File: config.mk
export PLATFORM = sky130hd
export DESIGN_NAME = isr_dma_top
export DESIGN_NICKNAME = d
export VERILOG_FILES = /design/src/isr_dma_pkg.sv /design/src/completion_queue.sv /design/src/isr_dma_arbiter.sv /design/src/isr_dma_top.sv
export SDC_FILE = /design/constraint.sdc
export NUM_CORES = 1
export LEC_CHECK = 0
export BUFFER_PORTS_ARGS = -buffer_cell sky130_fd_sc_hd__buf_2
export CAP_MARGIN = 20
export CORE_AREA = 2 2 296 298
export CTS_CLUSTER_SIZE = 10
export DETAILED_ROUTE_END_ITERATION = 8
export DIE_AREA = 0 0 298 300
export GPL_TIMING_DRIVEN = 1
export SYNTH_ARGS = -nofsm -noshare
export SYNTH_HDL_FRONTEND = slang
export SYNTH_SLANG_ARGS = --single-unit
File: constraint.sdc
create_clock -name aclk -period 3.25 [get_ports aclk]
set_input_delay 0 -clock aclk [delete_from_list [all_inputs] [get_ports aclk]]
set_output_delay 0 -clock aclk [all_outputs]
set_load 0.01 [all_outputs]
File: src/isr_dma_pkg.sv
package isr_dma_pkg;

  // --------------------------------------------------------------------------
  // Sizing
  // --------------------------------------------------------------------------

  // TLB regions that raise ISR DMA requests
  localparam int N_REGIONS      = 4;
  localparam int N_REGIONS_BITS = 2;

  // Request field widths
  localparam int PID_BITS       = 6;
  localparam int DEST_BITS      = 4;
  localparam int PADDR_BITS     = 48;
  localparam int LEN_BITS       = 28;

  typedef logic [N_REGIONS_BITS-1:0] region_id_t;
  typedef logic [PID_BITS-1:0]       pid_t;
  typedef logic [DEST_BITS-1:0]      dest_t;
  typedef logic [PADDR_BITS-1:0]     paddr_t;
  typedef logic [LEN_BITS-1:0]       len_t;

  // --------------------------------------------------------------------------
  // Bundles
  // --------------------------------------------------------------------------

  // Region request, both physical addresses of one transfer
  typedef struct packed {
    paddr_t paddr_host;
    paddr_t paddr_card;
    len_t   len;
    logic   ctl;     // completion wanted
    pid_t   pid;
    dest_t  dest;
    logic   stream;
  } isr_req_t;

  // Completion back to the issuing region
  typedef struct packed {
    logic  done;
    pid_t  pid;
    dest_t dest;
    logic  stream;
  } isr_rsp_t;

  // Request to a single DMA channel
  typedef struct packed {
    paddr_t paddr;
    len_t   len;
    logic   ctl;
  } dma_req_t;

  // Queued completion, kept in issue order
  typedef struct packed {
    logic       stream;
    dest_t      dest;
    region_id_t region;
    pid_t       pid;
  } cpl_rec_t;

endpackage

File: src/completion_queue.sv
`timescale 1ns/1ps

module completion_queue #(
  parameter int DEPTH = 4
) (
  input  logic                  aclk,
  input  logic                  aresetn,

  // Write side, one record per accepted ctl request
  input  logic                  push,
  input  isr_dma_pkg::cpl_rec_t push_data,
  output logic                  not_full,

  // Read side, popped by the done strobe
  input  logic                  pop,
  output isr_dma_pkg::cpl_rec_t head
);

  // Pointer width kept at one bit or more for a single slot
  localparam int PTR_BITS = (DEPTH > 1) ? $clog2(DEPTH) : 1;
  localparam int CNT_BITS = $clog2(DEPTH + 1);

  // Slot index where the pointers wrap
  localparam logic [PTR_BITS-1:0] LAST_SLOT = PTR_BITS'(DEPTH - 1);
  localparam logic [CNT_BITS-1:0] FULL_CNT  = CNT_BITS'(DEPTH);

  // --------------------------------------------------------------------------
  // Storage and state
  // --------------------------------------------------------------------------

  isr_dma_pkg::cpl_rec_t mem [DEPTH];

  logic [PTR_BITS-1:0] wr_ptr;
  logic [PTR_BITS-1:0] rd_ptr;
  logic [CNT_BITS-1:0] count;

  logic do_push;
  logic do_pop;

  // Room left while occupancy is below depth
  assign not_full = (count != FULL_CNT);

  // Push on full and pop on empty are dropped
  assign do_push  = push && not_full;
  assign do_pop   = pop && (count != '0);

  // Oldest entry, valid from the cycle after its push
  assign head     = mem[rd_ptr];

  // Record write
  always_ff @(posedge aclk) begin
    if (do_push) begin
      mem[wr_ptr] <= push_data;
    end
  end

  // --------------------------------------------------------------------------
  // Pointers and occupancy
  // --------------------------------------------------------------------------

  always_ff @(posedge aclk) begin
    if (!aresetn) begin
      wr_ptr <= '0;
      rd_ptr <= '0;
      count  <= '0;
    end else begin
      if (do_push) begin
        wr_ptr <= (wr_ptr == LAST_SLOT) ? '0 : wr_ptr + 1'b1;
      end
      if (do_pop) begin
        rd_ptr <= (rd_ptr == LAST_SLOT) ? '0 : rd_ptr + 1'b1;
      end

      // Simultaneous push and pop leave the count alone
      case ({do_push, do_pop})
        2'b10:   count <= count + 1'b1;
        2'b01:   count <= count - 1'b1;
        default: count <= count;
      endcase
    end
  end

endmodule

File: src/isr_dma_arbiter.sv
`timescale 1ns/1ps

module isr_dma_arbiter #(
  parameter int RDWR        = 0,
  parameter int QUEUE_DEPTH = 4
) (
  input  logic                                               aclk,
  input  logic                                               aresetn,

  // Region side
  input  logic [isr_dma_pkg::N_REGIONS-1:0]                  req_valid,
  input  isr_dma_pkg::isr_req_t [isr_dma_pkg::N_REGIONS-1:0] req,
  output logic [isr_dma_pkg::N_REGIONS-1:0]                  req_ready,
  output isr_dma_pkg::isr_rsp_t [isr_dma_pkg::N_REGIONS-1:0] rsp,

  // Host DMA channel
  output logic                                               host_valid,
  output isr_dma_pkg::dma_req_t                              host_req,
  input  logic                                               host_ready,
  input  logic                                               host_done,

  // Card DMA channel
  output logic                                               card_valid,
  output isr_dma_pkg::dma_req_t                              card_req,
  input  logic                                               card_ready,
  input  logic                                               card_done
);

  // Round-robin pointer and current winner
  isr_dma_pkg::region_id_t rr;
  isr_dma_pkg::region_id_t winner;
  logic                    any_valid;

  // Both channels and the queue can take a request
  logic                    chan_ready;
  logic                    grant_ok;

  isr_dma_pkg::isr_req_t   win_req;

  // Completion path
  logic                    done_sel;
  logic                    q_push;
  logic                    q_not_full;
  isr_dma_pkg::cpl_rec_t   q_push_data;
  isr_dma_pkg::cpl_rec_t   q_head;

  // Region index base+offset, wrapped once
  function automatic isr_dma_pkg::region_id_t region_at(
    input isr_dma_pkg::region_id_t base,
    input int                      offset
  );
    int sum;
    sum = int'(base) + offset;
    if (sum >= isr_dma_pkg::N_REGIONS) begin
      sum = sum - isr_dma_pkg::N_REGIONS;
    end
    return isr_dma_pkg::region_id_t'(sum);
  endfunction

  // --------------------------------------------------------------------------
  // Round-robin scan
  // --------------------------------------------------------------------------

  // First valid region at or after rr
  always_comb begin
    any_valid = 1'b0;
    winner    = rr;
    for (int i = 0; i < isr_dma_pkg::N_REGIONS; i++) begin
      if (!any_valid && req_valid[region_at(rr, i)]) begin
        any_valid = 1'b1;
        winner    = region_at(rr, i);
      end
    end
  end

  assign chan_ready = host_ready & card_ready;

  // Any stall source holds every grant
  assign grant_ok   = any_valid & chan_ready & q_not_full;

  // Only the winner sees ready
  always_comb begin
    req_ready         = '0;
    req_ready[winner] = grant_ok;
  end

  // Pointer steps by one per transfer, not past the winner
  always_ff @(posedge aclk) begin
    if (!aresetn) begin
      rr <= '0;
    end else if (grant_ok) begin
      if (rr == isr_dma_pkg::region_id_t'(isr_dma_pkg::N_REGIONS - 1)) begin
        rr <= '0;
      end else begin
        rr <= rr + 1'b1;
      end
    end
  end

  // --------------------------------------------------------------------------
  // Channel fan-out
  // --------------------------------------------------------------------------

  assign win_req        = req[winner];

  // Shared valid for both engines
  assign host_valid     = grant_ok;
  assign card_valid     = grant_ok;

  // Host side gets host address
  assign host_req.paddr = win_req.paddr_host;
  assign host_req.len   = win_req.len;
  assign host_req.ctl   = win_req.ctl;

  // Card side gets card address
  assign card_req.paddr = win_req.paddr_card;
  assign card_req.len   = win_req.len;
  assign card_req.ctl   = win_req.ctl;

  // --------------------------------------------------------------------------
  // Completions
  // --------------------------------------------------------------------------

  // Done comes from the engine that finishes the transfer
  assign done_sel = (RDWR == 0) ? card_done : host_done;

  // Record only requests that want a completion
  assign q_push             = grant_ok & win_req.ctl;
  assign q_push_data.stream = win_req.stream;
  assign q_push_data.dest   = win_req.dest;
  assign q_push_data.region = winner;
  assign q_push_data.pid    = win_req.pid;

  completion_queue #(
    .DEPTH     (QUEUE_DEPTH)
  ) i_cpl_queue (
    .aclk      (aclk),
    .aresetn   (aresetn),
    .push      (q_push),
    .push_data (q_push_data),
    .not_full  (q_not_full),
    .pop       (done_sel),
    .head      (q_head)
  );

  // Steer done to the region held at the queue head
  always_comb begin
    for (int i = 0; i < isr_dma_pkg::N_REGIONS; i++) begin
      rsp[i] = '0;
      if (done_sel && (q_head.region == isr_dma_pkg::region_id_t'(i))) begin
        rsp[i].done   = 1'b1;
        rsp[i].pid    = q_head.pid;
        rsp[i].dest   = q_head.dest;
        rsp[i].stream = q_head.stream;
      end
    end
  end

endmodule

File: src/isr_dma_top.sv
`timescale 1ns/1ps

module isr_dma_top #(
  // 0 for reads finishing on the card engine, 1 for writes on the host engine
  parameter int RDWR        = 0,
  // Outstanding completions allowed
  parameter int QUEUE_DEPTH = 4
) (
  input  logic                                               aclk,
  input  logic                                               aresetn,

  // --------------------------------------------------------------------------
  // Region ports
  // --------------------------------------------------------------------------
  input  logic [isr_dma_pkg::N_REGIONS-1:0]                  req_valid,
  input  isr_dma_pkg::isr_req_t [isr_dma_pkg::N_REGIONS-1:0] req,
  output logic [isr_dma_pkg::N_REGIONS-1:0]                  req_ready,
  output isr_dma_pkg::isr_rsp_t [isr_dma_pkg::N_REGIONS-1:0] rsp,

  // --------------------------------------------------------------------------
  // Host/card DMA pair
  // --------------------------------------------------------------------------
  output logic                                               host_valid,
  output isr_dma_pkg::dma_req_t                              host_req,
  input  logic                                               host_ready,
  input  logic                                               host_done,

  output logic                                               card_valid,
  output isr_dma_pkg::dma_req_t                              card_req,
  input  logic                                               card_ready,
  input  logic                                               card_done
);

  // One arbiter per direction
  isr_dma_arbiter #(
    .RDWR        (RDWR),
    .QUEUE_DEPTH (QUEUE_DEPTH)
  ) i_arbiter (
    .aclk        (aclk),
    .aresetn     (aresetn),
    .req_valid   (req_valid),
    .req         (req),
    .req_ready   (req_ready),
    .rsp         (rsp),
    .host_valid  (host_valid),
    .host_req    (host_req),
    .host_ready  (host_ready),
    .host_done   (host_done),
    .card_valid  (card_valid),
    .card_req    (card_req),
    .card_ready  (card_ready),
    .card_done   (card_done)
  );

endmodule

==> metrics.md, run 1 <==
| Metric | Value |
|---|---|
| Final min period | `3.175 ns` |
| IO Pins | `762` |
| Worst skew pair latency | `0.34 ns` |
| Post-synth cell types | `43` |
| Crit path kind | `flop to flop` |
| Worst Tran Pin Value | `0.7463 ns` |
| Total gr overflow | `0` |
| RSZ-0062 raised after global routing | `true` |
| Drt drc | `0` |
| Mapped Avg Cell Area | `11.01 sq um` |
| Largest net degree at the start of global routing | `26` |
| #FFs+latches synth | `63` |
| Final Wtd Congestion | `0.9143` |
| Die area | `just under 90000 sq um` |
| Slowest CP cell | `dfxtp_4` |
| Fmax | `315.0 MHz` |
| Final HPWL DP | `46.17 mm` |
| Switching Fraction | `0.4077` |
| Asr flop ratio synth | `0` |
| Vias per inst | `3.435` |
| Post-Place Cells | `approximately 2.6k` |
| Antenna-violating nets left | `0` |
| H-tree depth | `3` |
| Initial antenna violation count | `39` |
| Worst-path fanout max | `7` |
| TritonCTS clock tree | `done` |
| Critical path launch point type | `flop` |
| Initial core utilization | `0.09191` |
| R2r startpoint | `i_arbiter.rr[0]$_SDFFE_PN0N_` |
| P&R area growth vs syn | `86.01%` |
| Die width | `298 um` |
| Worst Setup End Kind | `flop` |
| Register area share after synthesis | `0.2249` |
| Cts bufs inserted | `9` |
| Critical Path RT | `about 3.5 ns` |
| Post-synth net total | `1282` |
| EDFF count, synth | `52` |
| Synth Warn # | `0` |
| Max VDD drop | `about 0.30 mV` |
| WHS | `0.01877 ns` |
| Via count | `9268` |
| Std-Cell Rows | `108` |
| Max Cap Viol | `0` |
| Root buf cell | `clkbuf_16` |
| PD cells | `~500 nW/um^2` |
| CTS clk-pin slew, worst paths | `0.06 ns` |
| GRT Util Overall | `0.1129` |
| Crit-path cells | `ha_4 > mux4_2 > nor3b_2 > or3_4 > a2111oi_4 > a211oi_4 > inv_2 > ha_4 > inv_2 > fa_2 > xor2_1 > or3_1 > a21boi_1` |
| Layout Skew | `0.007478 ns` |
| Drt first pass iters | `6` |
| Clk sink count | `63` |
| Cells after Synth | `720` |
| Worst-case clock buffer depth | `2` |
| Critical path data arrival time | `3.45 ns` |
| Outcome | `finished, final reports clean` |
| Final net count | `between 2k and 2.5k` |
| Final hold viol count | `0` |
| R2r setup slk | `0.08 ns` |
| Worst min-delay path class | `input port to flop` |
| Synth top area cells | `mux2i_1 (52%), edfxtp_1 (20%), mux4_2 (4.8%)` |
| Vias in the first global route | `9105` |
| Ys flop type | `edfxtp_1` |
| Crit path to | `i_arbiter.i_cpl_queue.count[2]$_SDFFE_PN0P_` |
| Combinational power share | `0.707` |
| Reg2reg end | `i_arbiter.i_cpl_queue.count[2]$_SDFFE_PN0P_` |
| Die H | `300 um` |
| Leading area contributor after synthesis | `mux2i_1` |
| Post-Route WL | `54.92 mm` |
| Tcrit/Tclk final | `0.9768` |
| WL per Instance | `20.36 um` |
| Final setup vio count | `0` |
| Clock power share | `0.152` |
| Psw | `slightly below 3 mW` |
| P_leak | `slightly above 8 nW` |
| DRT iter0 DRCs | `399` |
| First-pass GRT wire length | `about 70 mm` |
| Slew headroom | `0.5011` |
| PortBufs | `760` |
| Non-filler cells, final | `~2.7k` |
| Core box area | `86210 sq um` |
| Post-CTS Hold Buffers | `0` |
| Netlist Area Pre-Place | `between 7000 and 8000 sq um` |
| CP Launch Point | `i_arbiter.rr[0]$_SDFFE_PN0N_` |
| Reg2Reg Depth | `13` |
| Part of the power in registers | `0.140` |
| Share of cells above drive strength 1 | `0.6375` |
| P_int | `4.249 mW` |
| Final Max Tran Viols | `0` |
| Worst stage delay on the critical path | `0.38 ns` |
| Synth top area share | `0.5192` |
## cells by family after synthesis
logic type	Yosys count	share of synthesized area
buffers and inverters	98	0.09127
xor gates and xnor gates	3	0.003317
muxes	429	0.5689
AOI/OAI and AO/OA	21	0.02526
DFF	63	0.2249
and+or+nand+nor	98	0.07279
adders and majority gates	8	0.01358
## cell usage after synthesis, types with 2 or more instances
master	number
inv_1	9
nor3b_1	7
nor2_1	8
buf_4	36
xor2_1	2
and2_1	40
a211oi_1	4
o21ai_0	2
mux2i_1	411
inv_2	3
nor3_1	2
dfxtp_1	11
or3_1	2
ha_1	7
nand2b_1	5
buf_6	24
a21boi_0	3
edfxtp_1	52
a21oi_1	3
mux4_2	17
clkbuf_4	7
clkbuf_1	7
buf_2	11
nand2_1	14
nor2b_1	15
## placed cells by master, fill, tap and decap left out, drive strengths merged, types with 2 or more instances in the layout
cell / n
inv: 13
nand2: 14
o21bai: 2
nor2b: 16
xor2: 2
dfxtp: 11
nor3: 3
a211oi: 6
nor2: 8
bufinv: 3
a21boi: 3
a21oi: 3
clkbuf: 15
o21ai: 2
clkinv: 2
mux2i: 411
nand2b: 5
and2: 40
mux4: 17
diode: 9
edfxtp: 52
or3: 2
ha: 7
bufbuf: 2
buf: 877
nor3b: 7
## state kept, by name, indices dropped and copies added, names as in the netlist, named ones only
register                      cells
i_arbiter.rr                      2
i_arbiter.i_cpl_queue.mem        52
i_arbiter.i_cpl_queue.count       3
i_arbiter.i_cpl_queue.rd_ptr      2
i_arbiter.i_cpl_queue.wr_ptr      2
## cell type report
type | count | area (sq um)
clock buffers | 10 | 229.0
flip-flops and latches | 63 | 1787
clock inverters | 6 | 107.6
diodes | 9 | 22.52
inverters | 12 | 45.04
fillers | 9741 | 71470
repair buffers | 884 | 5319
well taps | 1155 | 1445
multi-input cells | 559 | 5784
## through the flow
| stage | power, mW | TNS [ns] | instance area, sq um | setup slack, ns | util |
|---|---|---|---|---|---|
| 4_1_cts | 6.866 | -0.0003404 | 14080 | -0.0003404 | 0.1633 |
| 2_1_floorplan | 3.648 | -0.01059 | 7964 | -0.01059 | - |
| 5_1_grt | 7.606 | -0.9188 | 14730 | -0.08530 | 0.1709 |
| 6_report | 7.173 | 0 | 14740 | 0.07533 | 0.1710 |
| 3_3_place_gp | 5.318 | -0.02667 | 13310 | -0.02667 | 0.1544 |
| 3_5_place_dp | 5.348 | -0.3204 | 13310 | -0.03736 | 0.1544 |
## per-layer routing
layer / share of wire / up-vias / wire length, um / GRT usage
met5: 0.00080 / - / 44 / 0
met4: 0.033 / 6 / 1835 / 0.03530
met3: 0.059 / 100 / 3249 / 0.01785
met2: 0.47 / 530 / 25740 / 0.1913
met1: 0.44 / 4338 / 24060 / 0.1465
li1: - / 4294 / - / -
## repair_timing
action                     CTS  global route
resized for setup           35            81
setup endpoints to repair  116           140
pin swaps                    4             2
setup buffers                7            21
gates cloned                 6             5
## worst min path at each step
stage | from | end | slack, ns | cells past startpoint
2_1_floorplan | card_ready | card_valid | 0.13 | 2
3_3_place_gp | aresetn | i_arbiter.i_cpl_queue.wr_ptr[1]$_SDFFE_PN0P_ | 0.36 | 3
3_5_place_dp | aresetn | i_arbiter.i_cpl_queue.wr_ptr[1]$_SDFFE_PN0P_ | 0.36 | 3
4_1_cts | aresetn | i_arbiter.i_cpl_queue.wr_ptr[1]$_SDFFE_PN0P_ | 0.0007 | 3
5_1_grt | aresetn | i_arbiter.rr[1]$_SDFFE_PN0N_ | 0.03 | 2
6_report | aresetn | i_arbiter.i_cpl_queue.wr_ptr[1]$_SDFFE_PN0P_ | 0.02 | 3
## critical path: cells and delay by family (launching register included)
kind	cells	cell delay, ns
compound gates	3	0.48
mux	1	0.36
simple gates	3	0.85
xor+xnor	1	0.15
buf+inv	2	0.13
fa+ha+maj	3	0.74
flops	1	0.38
## power by group through the flow
| stage | clock network [mW] | registers [mW] | logic (mW) |
|---|---|---|---|
| finish | 1.09 | 1.01 | 5.07 |
| global route | 1.15 | 1.01 | 5.44 |
| CTS | 1.13 | 1.01 | 4.73 |
| detailed placement | 0 | 1.02 | 4.32 |
| global placement | 0 | 1.02 | 4.30 |
| floorplan | 0 | 1.01 | 2.64 |
No activity file was read; power rests on OpenSTA's default activity.
==> inputs of run 2 (changes only) <==
Settings changed: CAP_MARGIN 20 to not set, CELL_PAD_IN_SITES_DETAIL_PLACEMENT set to 0, CELL_PAD_IN_SITES_GLOBAL_PLACEMENT set to 1, CORE_AREA 2 2 296 298 to 2 2 293 295, DIE_AREA 0 0 298 300 to 0 0 295 297, PLACE_DENSITY_LB_ADDON set to 0.1, REMOVE_ABC_BUFFERS set to 1.
==> run 2 against run 1 <==
Hold slack gained 0.0046 ns; final area is 0.59% lower; first-iteration DRC count is 32% lower; highest routed layer unchanged; critical endpoint unchanged; maximum frequency decreased by 2.3%; die area is 2.0% lower; sequential cell count unchanged; count of clock-buffer cells in the layout shrank 1; combinational power is 2% lower.
==> metrics.md, run 2 (same netlist as run 1, synthesis figures left out) <==
| Metric | Value |
|---|---|
| Outcome | `finished, final reports clean` |
| Tcrit/Tclk final | `0.9998 (+0.02300)` |
| Die H | `297 um (-1.0%)` |
| Final hold viol count | `0 (unchanged)` |
| Worst Tran Pin Value | `0.6654 ns (-0.08088 ns)` |
| Fmax | `307.7 MHz (-2.3%)` |
| WHS | `0.02333 ns (+0.004552 ns)` |
| Antenna-violating nets left | `0 (unchanged)` |
| Root buf cell | `clkbuf_16` |
| Critical path launch point type | `flop` |
| P_leak | `8.133 nW (+0.21%)` |
| Highest metal used | `met5` |
| P&R area growth vs syn | `84.91%` |
| Total gr overflow | `0 (unchanged)` |
| Reg with most FFs | `i_arbiter.i_cpl_queue.mem` |
| Commonest cells after routing, fill and taps aside | `buf_2 (758), mux2i_1 (387), buf_4 (58)` |
| Crit. path cell count | `13 (unchanged)` |
| Leading cell type in the layout, fill and taps excluded | `buf_2` |
| Final HPWL DP | `52.25 mm (+13%)` |
| Slew headroom | `0.5551 (+0.05407)` |
| Clk sink count | `63 (unchanged)` |
| PD cells | `477.1 nW/um^2 (-2.0%)` |
| Die area | `87620 sq um (-2.0%)` |
| Hold Path Cell Cnt | `3 (unchanged)` |
| GRT Util Overall | `0.1331 (+0.02021)` |
| Layout Skew | `0.007062 ns (-0.0004159 ns)` |
| Drt drc | `0 (unchanged)` |
| Vias in the first global route | `9261 (+1.7%)` |
| Max reg flops | `52 (unchanged)` |
| Max Cap Viol | `0 (unchanged)` |
| Worst Setup End Kind | `flop` |
| Worst skew pair latency | `0.34 ns (about the same)` |
| PortBufs | `760 (unchanged)` |
| Wl on met1 | `22.51 mm (-6.4%)` |
| Share of cells above drive strength 1 | `0.6272 (-0.01033)` |
| Most numerous cell on the critical path | `inv_2` |
| Final Max Tran Viols | `0 (unchanged)` |
| Std-Cell Rows | `107 (-0.93%)` |
| Initial antenna violation count | `75 (+92%)` |
| Worst stage delay on the critical path | `0.56 ns (+0.18 ns)` |
| Crit-path cells | `buf_6 > mux4_2 > a21boi_2 > or3_4 > a2111oi_4 > a211oi_4 > inv_2 > ha_4 > inv_2 > fa_2 > xor2_1 > or3_1 > a21boi_1` |
| Final Wtd Congestion | `0.8111 (-11%)` |
| Final net count | `2078 (-0.62%)` |
| Worst-case clock buffer depth | `2 (unchanged)` |
| H-tree depth | `3 (unchanged)` |
| Critical path data arrival time | `3.52 ns (+0.07 ns)` |
| Vias per inst | `3.352 (-2.4%)` |
| Core box area | `84480 sq um (-2.0%)` |
| Final min period | `3.249 ns (+0.07476 ns)` |
| Largest net degree at the start of global routing | `31 (+19%)` |
| Cts bufs inserted | `9 (unchanged)` |
| Setup TNS Final | `0 ns (unchanged)` |
| Drt first pass iters | `4 (-2)` |
| Via count | `9018 (-2.7%)` |
| Worst-path fanout max | `5 (-2)` |
| Post-CTS Hold Buffers | `0 (unchanged)` |
| Worst min-delay path class | `input port to flop` |
| Biggest regs | `i_arbiter.i_cpl_queue.mem (52), i_arbiter.i_cpl_queue.count (3)` |
| Slowest CP cell | `mux4_2` |
| Critical Path RT | `3.52 ns (about the same)` |
| Crit path kind | `flop to flop` |
| CP top delay family | `compound AO/OA/AOI/OAI gates` |
| DRT iter0 DRCs | `272 (-32%)` |
| CTS clk-pin slew, worst paths | `0.06 ns (about the same)` |
| WL met2 | `33.66 mm (+31%)` |
| Max VDD drop | `0.2548 mV (-14%)` |
| Fillers | `9596 (-1.5%)` |
| Post-Route WL | `63.01 mm (+15%)` |
| DR WL met3 | `5.927 mm (+82%)` |
| RSZ-0062 raised after global routing | `true` |
| Die width | `295 um (-1.0%)` |
| Final setup vio count | `0 (unchanged)` |
| Reg2Reg Depth | `13 (unchanged)` |
| First-pass GRT wire length | `79.66 mm (+13%)` |
| WL per Instance | `23.42 um (+15%)` |
| CP bufs+invs | `3 (+1)` |
| TritonCTS clock tree | `done` |
| IO Pins | `762 (unchanged)` |
| Fin util | `0.1734 (+0.002476)` |
| Initial core utilization | `0.09380 (+0.001888)` |
-- run 2: per-stage QoR --
step / instances / worst slack [ns] / cell area (sq um) / power (mW)
2_1_floorplan: 634 / -18.02 / 7246 / 3.454
5_1_grt: 2667 / -0.1550 / 14590 / 7.446
4_1_cts: 2641 / -0.02471 / 14000 / 6.733
3_5_place_dp: 2605 / -0.1274 / 13180 / 5.264
6_report: 2690 / 0.0005740 / 14650 / 6.990
3_3_place_gp: 2605 / -0.1997 / 13180 / 5.280
-- run 2: cell type report --
cell class / count / area [sq um] / area share
clock inverter: 7 / 96.34 / 0.006576
sequential: 63 / 1789 / 0.1221
clock buffer: 9 / 225.2 / 0.01537
inverter: 12 / 47.55 / 0.003245
antenna: 25 / 62.56 / 0.004270
timing repair buffer: 871 / 5368 / 0.3664
multi-input combinational: 559 / 5632 / 0.3844
tap: 1144 / 1431 / 0.09769
-- run 2: path summary, 6_finish.rpt --
kind                                                                endpoint                                    startpoint  slack [ns]
worst max-delay path             i_arbiter.i_cpl_queue.count[2]$_SDFFE_PN0P_                  i_arbiter.rr[1]$_SDFFE_PN0N_      0.0006
worst min-delay path            i_arbiter.i_cpl_queue.wr_ptr[0]$_SDFFE_PN0P_                                       aresetn        0.02
worst max register to register   i_arbiter.i_cpl_queue.count[2]$_SDFFE_PN0P_                  i_arbiter.rr[1]$_SDFFE_PN0N_      0.0006
worst min register to register  i_arbiter.i_cpl_queue.wr_ptr[1]$_SDFFE_PN0P_  i_arbiter.i_cpl_queue.wr_ptr[1]$_SDFFE_PN0P_        0.51
-- run 2: routing by layer --
metal  vias up  GRT usage
li1       4297          -
met1      4182     0.1393
met5         -          0
met2       382     0.2547
met3       107    0.05365
met4        50    0.01130
-- run 2: repair_timing --
item                       4_1_cts  5_1_grt
hold endpoints to repair         0        0
cloned                           7       13
setup endpoints to repair      161      129
gates resized for setup         44       51
setup buffers                   13       12
pin swaps                        4        4
-- run 2: report_power, final --
part	switching (mW)	internal, mW
Sequential	0.0325	0.971
Clock	0.367	0.672
Combinational	2.47	2.47
Total	2.87	4.12
-- run 2: worst min-delay path: cells and delay by family --
kind	cells	cell delay (ns)
buf+inv	1	0.17
mux	1	0.06
simple gates	1	0.08
